--- config.mk ---
export PLATFORM = sky130hd
export DESIGN_NAME = layer_mixer
export DESIGN_NICKNAME = d
export VERILOG_FILES = /design/src/rtl/tilegen_pkg.sv /design/src/rtl/layer_mixer.sv
export SDC_FILE = /design/constraint.sdc
export NUM_CORES = 1
export LEC_CHECK = 0
export ABC_AREA = 1
export BUFFER_PORTS_ARGS = -buffer_cell sky130_fd_sc_hd__buf_2
export CAP_MARGIN = 10
export CORE_MARGIN = 1.5
export CORE_UTILIZATION = 41
export CTS_BUF_LIST = sky130_fd_sc_hd__clkbuf_16
export CTS_CLUSTER_SIZE = 20
export DETAILED_ROUTE_END_ITERATION = 10
export MAX_ROUTING_LAYER = met4
export PLACE_DENSITY = 0.87
export SLEW_MARGIN = 40
export SYNTH_ARGS = -nofsm -noshare
export SYNTH_HDL_FRONTEND = slang
export SYNTH_SLANG_ARGS = --single-unit
--- constraint.sdc ---
create_clock -name clk_6m -period 2 [get_ports clk_6m]
set_clock_uncertainty 0.2 [all_clocks]
set_input_delay 0.4 -clock clk_6m [delete_from_list [all_inputs] [get_ports clk_6m]]
set_output_delay 0.4 -clock clk_6m [all_outputs]
set_load 0.005 [all_outputs]
--- src/rtl/tilegen_pkg.sv ---
package tilegen_pkg;

	////////////////////////////////////////////////////////////////////////////
	// vector types with a meaning of their own
	////////////////////////////////////////////////////////////////////////////

	// screen coordinate or scrolled plane coordinate
	typedef logic [7:0]  coord_t;
	// pattern number taken from a map entry
	typedef logic [7:0]  tile_idx_t;
	// tile map address {row, column}
	typedef logic [9:0]  map_addr_t;
	// map word {priority[15:13], colour[12:8], tile[7:0]}
	typedef logic [15:0] map_entry_t;
	// pattern row address {tile, fine y}
	typedef logic [10:0] pat_addr_t;
	// eight 3-bit dots, dot 0 in the low bits
	typedef logic [23:0] pat_row_t;
	// dot value 0 means transparent
	typedef logic [2:0]  dot_t;
	// palette group of a tile
	typedef logic [4:0]  colour_t;
	typedef logic [2:0]  prio_t;
	// final colour index handed to the palette
	typedef logic [7:0]  pixel_t;

	// cpu write port
	typedef logic [10:0] cpu_addr_t;
	typedef logic [23:0] cpu_data_t;

	////////////////////////////////////////////////////////////////////////////
	// selectors
	////////////////////////////////////////////////////////////////////////////

	// write target of a cpu access
	typedef enum logic [1:0] {
		SEL_MAP    = 2'd0,
		SEL_PAT    = 2'd1,
		SEL_SCROLL = 2'd2,
		SEL_BACK   = 2'd3
	} wsel_t;

	// which plane or the background produced a pixel
	typedef enum logic [1:0] {
		SRC_L0   = 2'd0,
		SRC_L1   = 2'd1,
		SRC_BACK = 2'd2
	} src_t;

	// number of tile planes on the board
	localparam int LAYER_CNT = 2;

endpackage

--- src/rtl/layer_mixer.sv ---
`timescale 1ns/1ps

module layer_mixer (
	input  logic                   clk_6m,
	input  logic                   rst_n,

	// only background colour writes land here
	input  logic                   cpu_we,
	input  tilegen_pkg::wsel_t     cpu_sel,
	input  tilegen_pkg::cpu_data_t cpu_data,

	// plane 0 stage 2
	input  logic                   l0_valid,
	input  tilegen_pkg::dot_t      l0_dot,
	input  tilegen_pkg::colour_t   l0_colour,
	input  tilegen_pkg::prio_t     l0_prio,

	// plane 1 stage 2
	input  logic                   l1_valid,
	input  tilegen_pkg::dot_t      l1_dot,
	input  tilegen_pkg::colour_t   l1_colour,
	input  tilegen_pkg::prio_t     l1_prio,

	input  logic                   out_ready,
	output logic                   advance,
	output logic                   out_valid,
	output tilegen_pkg::pixel_t    out_pixel,
	output tilegen_pkg::src_t      out_src
);

	tilegen_pkg::pixel_t back_colour;
	logic                l0_opaque;
	logic                l1_opaque;
	logic                mix_valid;
	tilegen_pkg::pixel_t mix_pixel;
	tilegen_pkg::src_t   mix_src;

	// background colour latch
	always_ff @(posedge clk_6m or negedge rst_n) begin
		if (!rst_n)
			back_colour <= '0;
		else if (cpu_we && (cpu_sel == tilegen_pkg::SEL_BACK))
			back_colour <= cpu_data[7:0];
	end

	////////////////////////////////////////////////////////////////////////////
	// priority select
	////////////////////////////////////////////////////////////////////////////

	assign l0_opaque = (l0_dot != 3'd0);
	assign l1_opaque = (l1_dot != 3'd0);
	// planes step in lock, both valids always agree
	assign mix_valid = l0_valid && l1_valid;

	always_comb begin
		mix_pixel = back_colour;
		mix_src   = tilegen_pkg::SRC_BACK;
		// ties go to plane 0
		if (l1_opaque && (!l0_opaque || (l1_prio > l0_prio))) begin
			mix_pixel = {l1_colour, l1_dot};
			mix_src   = tilegen_pkg::SRC_L1;
		end else if (l0_opaque) begin
			mix_pixel = {l0_colour, l0_dot};
			mix_src   = tilegen_pkg::SRC_L0;
		end
	end

	////////////////////////////////////////////////////////////////////////////
	// stall rule and output stage
	////////////////////////////////////////////////////////////////////////////

	// whole pipe moves when the output slot is free or drains
	assign advance = !out_valid || out_ready;

	always_ff @(posedge clk_6m or negedge rst_n) begin
		if (!rst_n)
			out_valid <= 1'b0;
		else if (advance)
			out_valid <= mix_valid;
	end

	// held while stalled
	always_ff @(posedge clk_6m) begin
		if (advance && mix_valid) begin
			out_pixel <= mix_pixel;
			out_src   <= mix_src;
		end
	end

endmodule

==> results of run 1 <==
-- cell usage in the layout, fill, tap and decap left out --
cell type | synthesis | routed
a21oi_1 | 8 | 8
buf_2 | 1 | 49
buf_4 | 1 | 2
clkbuf_16 | 0 | 3
dfrtp_1 | 9 | 9
dlygate4sd3_1 | 0 | 1
edfxtp_1 | 10 | 10
ha_1 | 3 | 3
inv_1 | 18 | 19
inv_2 | 1 | 1
mux2_2 | 1 | 1
nand2_1 | 25 | 25
nand2_2 | 1 | 1
nand2_8 | 1 | 1
nand3_1 | 11 | 11
nand3_2 | 1 | 1
nor2_1 | 9 | 9
nor3_1 | 1 | 1
o21ai_0 | 6 | 6
o21ai_1 | 2 | 2
or3_4 | 1 | 1
-- critical path, stage by stage --
cell     delay, ns
buf_2         0.07
inv_1         0.03
ha_1          0.31
nand3_1       0.10
nand2_1       0.07
nand2_1       0.06
nand2_2       0.20
nand2_8       0.10
nand2_1       0.08
nand2_1       0.05
-- per-stage QoR --
step	cell area [um^2]	total power [mW]	hold WS, ns	worst slack, ns
2_1_floorplan	985	0.593	-0.0956	0.201
3_3_place_gp	1260	0.659	0.0516	0.167
3_5_place_dp	1260	0.672	0.0555	0.0969
4_1_cts	1350	1.06	0.197	0.333
5_1_grt	1350	1.12	0.210	0.209
6_report	1350	1.06	0.195	0.323
-- state kept, by name, summed over array words and instances, names as in the netlist --
register	cells
back_colour	8
out_pixel	8
out_src	2
out_valid	1
-- kinds of logic (layout without fill, tap and decap cells) --
family	Yosys count	in the layout	synth area share [%]
AND/OR/NAND/NOR	50	50	23.9
AO/OA/AOI/OAI	16	16	8.13
adder cells (fa/ha/maj)	3	3	3.81
buffers and inverters	22	75	9.66
flip-flops	19	19	53.4
multiplexers	1	1	1.14
-- final timing paths --
| path | endpoint | slack, ns |
|---|---|---|
| min in group asynchronous | back_colour[5] | 0.33 |
| max in group asynchronous | back_colour[2] | 1.10 |
| setup / recovery | out_pixel[4] | 0.32 |
| setup reg to reg | out_pixel[2] | 0.67 |
| hold reg to reg | back_colour[0] | 0.30 |
| hold / removal | back_colour[1] | 0.20 |
-- what timing repair did --
action	CTS	global route
hold buffers	1	0
hold endpoints to repair	9	0
buffers inserted	0	0
-- power breakdown --
group          leakage, nW  switching [mW]  internal (mW)
clock network       0.0423           0.124          0.265
logic                0.498           0.108         0.0852
registers            0.192          0.0108          0.463
-- layout make-up --
cell class              instances  area, um^2
flip-flops and latches         19         526
fillers                       208         888
well taps                      28        35.0
multi-input cells              70         364
repair buffers                 52         270
inverters                      19        71.3
clock inverters                 1        3.75
clock buffers                   3        75.1
-- metal layers --
metal | vias up | part of all wire, % | track usage [%]
li1 | 463 | - | -
met1 | 385 | 39 | 20.0
met2 | 29 | 54 | 28.1
met3 | 6 | 5.5 | 3.16
met4 | 0 | 1.9 | 8.33
met5 | - | 0 | -
==> results.cfg, run 1 <==
[clock_network]
cts_resized = 0
cts.reportedPaths.clkPinSlew_ns = 0.05
clock_latency_ns = 0.24
ctsLongestPathBuffers = 2
root_buffer = clkbuf_16
cts_tree = yes
cts_buffers = 3
cts_max_level = 1
cts.sinks = 19

[drt]
wl_per_cell_um = 10.5
wirelength_um = 2010
drtIter0Drc = 16
dr.pass1.iters = 4
num_vias = 883
route.detailed.drc = 0
postRouteAntennaNets = 0
routed_via_density = 4.60

[yosys]
synth_common_cells = nand2_1 (25), inv_1 (18), nand3_1 (11)
synthesis.area_um2 = 985
synth.most_common_cell = nand2_1
synthFlopType = edfxtp_1
synth_seq_cells = 19
synth_nets = 168
yosys-top-cells-area = edfxtp_1 (30%), dfrtp_1 (23%), nand2_1 (9.5%)
synthDistinctLibCells = 20
synth_async_sr_flop_share_pct = 47.4
yosys.area.top_type_share_pct = 30.5
synth_top_area_cell = edfxtp_1
syn_inst = 111
synth_warnings = 0
syn_area_per_cell_um2 = 8.87
yosysSeqAreaShare_pct = 53.4
synth_enable_flop_cells = 10

[global_route]
grt_pass1_vias = 822
antenna_found_initial = 0
grt_remaining_overflow = 0
grt_pass1_wl_um = 3360
track_usage_pct = 17.0
grt_max_degree = 15

[timing]
report.final.slew_viol_count = 0
finalSetupViolCount = 0
hold_viol = 0
max_freq_mhz = 596
setup_tns_ns = 0
slew_headroom_pct = 84.1
tightest_slew_ns = 0.236
fin_crit_ns = 1.68
rsz0062_at_grt = no
fin_crit_sh_pct = 83.8

[worst_hold_path]
whs_path_depth = 2
hold_path_class = in2reg
hold_start = cpu_data[1]

[place]
placed_cells = 187
place_congestion = 0.722
dp_hpwl_um = 1680
port_buffers = 49

[critical_path]
r2r_cells = 4
critPathRequiredTime_ns = 1.80
reg2reg_from = out_valid
cp-startpoint = l0_prio[2]
start_kind = input pin
arrival_ns = 1.48
end_kind = flop
worstSetupPathType = in2reg
cp_max_fo = 9

[power]
ir_drop_mv = 0.522
leakage_nw = 0.733
cellPowerDensity_nw_per_um2 = 785

[finish]
diodes = 0
final_cells = 192
area_delta_synth_final_pct = 36.6
utilization_pct = 60.2
fin_nets = 222
drive_above_1_share_pct = 36.6

[die]
die_area_um2 = 2700
die_y_um = 52.0
initial_utilization_pct = 44.1
die_w_um = 52.0
design.core.area_um2 = 2230
rows = 17
num_io_pins = 66

[status]
outcome = complete, no violations

[flow_run]
cap_violations = 0
No activity file was read; power rests on OpenSTA's default activity.
==> run 2: changes to the inputs <==
- clock period: 2 -> 1.56 ns (I/O delays scaled with it)
==> run 2 against run 1 <==
Against the previous run: final cell count increased by 0.52%; first-iteration DRC count increased by 44%; power increased by 33%; global-route usage increased by 1.3 points; combinational power increased by 37%; critical path type is now reg2out.
==> results.cfg, run 2 (same netlist as run 1, synthesis figures left out) <==
[status]
outcome = complete, no violations

[global_route]
grt_max_degree = 14
antenna_found_initial = 0
grt_pass1_wl_um = 3530
grt_pass1_vias = 896
track_usage_pct = 18.3
grt_remaining_overflow = 0

[clock_network]
cts_buffers = 3
root_buffer = clkbuf_16
cts_max_level = 1
cts.sinks = 19
clock_latency_ns = 0.25
ctsLongestPathBuffers = 2
cts.reportedPaths.clkPinSlew_ns = 0.05
cts_tree = yes

[timing]
hold_viol = 0
rsz0062_at_grt = no
finalSetupViolCount = 0
report.final.slew_viol_count = 0
fin_crit_ns = 1.47
whs_ns = 0.0877
max_freq_mhz = 679
slew_headroom_pct = 85.3
setup_tns_ns = 0
tightest_slew_ns = 0.220
fin_crit_sh_pct = 94.4

[finish]
fin_nets = 223
postLayoutCellArea_um2 = 1390
layout_common_cells = buf_2 (49), nand2_1 (24), inv_1 (18)
drive_above_1_share_pct = 40.0
diodes = 0
layout_commonest_cell = buf_2
largestRegisters = back_colour x8, out_pixel x8, out_src x2
area_delta_synth_final_pct = 41.6

[critical_path]
reg2reg_to = out_pixel[0]
r2r_setup_slack_ns = 0.28
end_kind = output port
r2r_cells = 4
cp_max_fo = 2
start_kind = flop
reg2reg_from = out_valid
critPathRequiredTime_ns = 1.05
arrival_ns = 0.96
cp-startpoint = out_valid
worstSetupPathType = reg2out
cp-endpoint = advance

[place]
port_buffers = 49
place_congestion = 0.772
placed_cell_area_um2 = 1300
dp_hpwl_um = 1760

[die]
die_area_um2 = 2700
design.core.area_um2 = 2230
rows = 17
die_w_um = 52.0
initial_utilization_pct = 44.1
die_y_um = 52.0
num_io_pins = 66

[drt]
drtIter0Drc = 23
wirelength_um = 2310
route.detailed.drc = 0
wl_per_cell_um = 12.0
num_vias = 935
postRouteAntennaNets = 0
dr.pass1.iters = 4
routed_via_density = 4.84

[power]
leakage_nw = 0.745
cellPowerDensity_nw_per_um2 = 1010
ir_drop_mv = 0.483
power.total_mw = 1.40

[flow_run]
cap_violations = 0

[worst_hold_path]
hold_path_class = in2reg
==> run 2: worst max-delay path, cell delays in order, from the launching register on <==
cell and delay [ns]:
dfrtp_1 0.33, inv_1 0.05, nor2_2 0.12, inv_1 0.08
buf_2 0.13
==> run 2: final cells by class <==
class,count,area (um^2)
clock buffers,3,75.1
clock inverters,1,5.00
fillers,182,840
inverters,19,71.3
multi-input cells,70,392
flip-flops and latches,19,526
well taps,28,35.0
repair buffers,53,290
==> run 2: worst min-delay path by stage <==
stage,start,slack (ns),to,cells past startpoint
final,cpu_data[1],0.09,back_colour[1],2
after global routing,cpu_data[1],0.09,back_colour[1],2
after CTS,cpu_data[1],0.09,back_colour[1],2
after detailed placement,rst_n,-0.04,out_valid,1
after global placement,rst_n,-0.04,out_valid,1
after floorplan,rst_n,-0.18,back_colour[0],0
==> run 2: where the power goes <==
group | internal (mW) | switching (mW) | leakage [nW] | total, mW
Clock | 0.344 | 0.184 | 0.0409 | 0.528
Combinational | 0.118 | 0.147 | 0.511 | 0.265
Sequential | 0.593 | 0.0161 | 0.192 | 0.609
==> run 2: timing repair <==
action / in CTS / in global routing
endpoints found under the hold margin: 9 / 0
endpoints found under the setup margin: 0 / 1
buffers inserted: 0 / 0
hold buffers: 1 / 0
gates resized for setup: 0 / 1
==> run 2: through the flow <==
stage | cells | setup WS [ns] | util [%]
after global placement | 188 | -0.118 | 58.3
final | 193 | 0.0870 | 62.4
after global routing | 193 | 0.0365 | 62.4
after floorplan | 111 | 0.0169 | -
after detailed placement | 188 | -0.157 | 58.3
after CTS | 193 | 0.0231 | 62.3
==> run 2: metal layers <==
metal	up-vias	track usage, %	wire [um]
met1	419	19.0	900
li1	467	-	-
met4	0	7.89	42
met5	-	-	0
met2	44	33.8	1220
met3	5	2.87	143
==> run 3: changes to the inputs <==
- BUFFER_PORTS_ARGS: -buffer_cell sky130_fd_sc_hd__buf_2 -> -buffer_cell sky130_fd_sc_hd__buf_4
==> run 3 against run 2 <==
Against the previous run: via count is 2.2% lower; die area stayed put; register-to-register slack worse by 0.03 ns; clock power is 2% lower; flip-flop and latch count stayed put; non-clock buffer count stayed put; core utilization is 5.4 points higher; wire length is 4.9% higher; global-route usage is 2.1 points higher; hold slack better by 0.011 ns; highest routed layer unchanged.
==> results.cfg, run 3 (same netlist as run 1, synthesis figures left out) <==
[power]
ir_drop_mv = 0.537
cellPowerDensity_nw_per_um2 = 947
leakage_nw = 0.788

[timing]
fin_crit_ns = 1.51
hold_viol = 0
tightest_slew_ns = 0.204
max_freq_mhz = 661
whs_ns = 0.0982
report.final.slew_viol_count = 0
finalSetupViolCount = 0
slew_headroom_pct = 86.3
fin_crit_sh_pct = 96.9
rsz0062_at_grt = no

[critical_path]
cp_max_fo = 2
critPathRequiredTime_ns = 1.05
start_kind = flop
arrival_ns = 1.00
worstSetupPathType = reg2out
timing.critical_path.mode_cell = inv_1
path_buf_inv = 3
crit_slowest_cell = dfrtp_1
worst_path_dominant_cell_family = flip-flops
cp_cell_sequence = inv_1 -> nor2_1 -> inv_1 -> buf_4
end_kind = output port
max_stage_delay_ns = 0.36

[drt]
num_vias = 914
route.detailed.drc = 0
dr.pass1.iters = 4
wirelength_um = 2420
wl_per_cell_um = 12.5
drtIter0Drc = 20
routed_via_density = 4.74
postRouteAntennaNets = 0

[clock_network]
clock_latency_ns = 0.25
cts.reportedPaths.clkPinSlew_ns = 0.06
cts_max_level = 1
cts_buffers = 3
cts.sinks = 19
ctsLongestPathBuffers = 2
cts_setup_buffers = 0
root_buffer = clkbuf_16
cts_tree = yes
cts_resized = 0

[status]
outcome = complete, no violations

[global_route]
track_usage_pct = 20.3
grt_pass1_wl_um = 3920
grt_max_degree = 15
grt_remaining_overflow = 0
grt_pass1_vias = 892
antenna_found_initial = 0

[finish]
diodes = 0
largestRegisters = back_colour x8, out_pixel x8, out_src x2
fin_nets = 223
utilization_pct = 67.8
layout_common_cells = buf_4 (51), nand2_1 (24), inv_1 (18)
area_delta_synth_final_pct = 53.7
final_cells = 193
layout_commonest_cell = buf_4
drive_above_1_share_pct = 39.4

[place]
place_congestion = 0.841
dp_hpwl_um = 1830
port_buffers = 49
placed_cells = 188

[die]
die_y_um = 52.0
die_area_um2 = 2700
die_w_um = 52.0
initial_utilization_pct = 44.1
design.core.area_um2 = 2230
rows = 17
num_io_pins = 66

[worst_hold_path]
hold_path_class = in2reg

[flow_run]
cap_violations = 0
-- run 3: power by group --
part | leakage [nW] | internal, mW | switching [mW]
Clock | 0.0409 | 0.343 | 0.177
Sequential | 0.192 | 0.593 | 0.0176
Combinational | 0.555 | 0.153 | 0.150
Total | 0.788 | 1.09 | 0.344
-- run 3: cell type report --
| class | instances | area (um^2) |
|---|---|---|
| clock inverter | 1 | 5.00 |
| multi-input combinational | 70 | 389 |
| sequential | 19 | 526 |
| inverter | 19 | 71.3 |
| timing repair buffer | 53 | 413 |
| fill | 164 | 719 |
| clock buffer | 3 | 75.1 |
| tap | 28 | 35.0 |
-- run 3: through the flow --
step	setup TNS (ns)	power, mW	setup WS [ns]	instance area [um^2]
finish	0	1.43	0.0482	1510
CTS	0	1.44	0.0587	1510
floorplan	0	0.769	0.0169	1010
global placement	-1.04	0.899	-0.121	1420
global route	0	1.50	0.00560	1510
detailed placement	-1.32	0.917	-0.173	1420
-- run 3: timing repair --
action,in CTS,in global routing
endpoints found under the setup margin,0,2
hold buffers,1,0
hold endpoints to repair,9,0
-- run 3: worst paths after layout --
check	from	to	slack, ns	depth (start not counted)
setup / recovery	out_valid	advance	0.05	4
hold / removal	cpu_data[1]	back_colour[1]	0.1	2
setup reg to reg	out_valid	out_pixel[0]	0.25	4
hold reg to reg	back_colour[6]	back_colour[6]	0.32	2
max in group asynchronous	rst_n	back_colour[2]	0.77	2
min in group asynchronous	rst_n	out_valid	0.25	2
-- run 3: routing by layer --
| metal | vias to the layer above | GRT usage, % | part of all wire (%) |
|---|---|---|---|
| li1 | 469 | - | - |
| met1 | 396 | 22.9 | 38 |
| met2 | 43 | 35.4 | 51 |
| met3 | 6 | 3.74 | 8.5 |
| met4 | 0 | 8.33 | 1.6 |
| met5 | - | - | 0 |
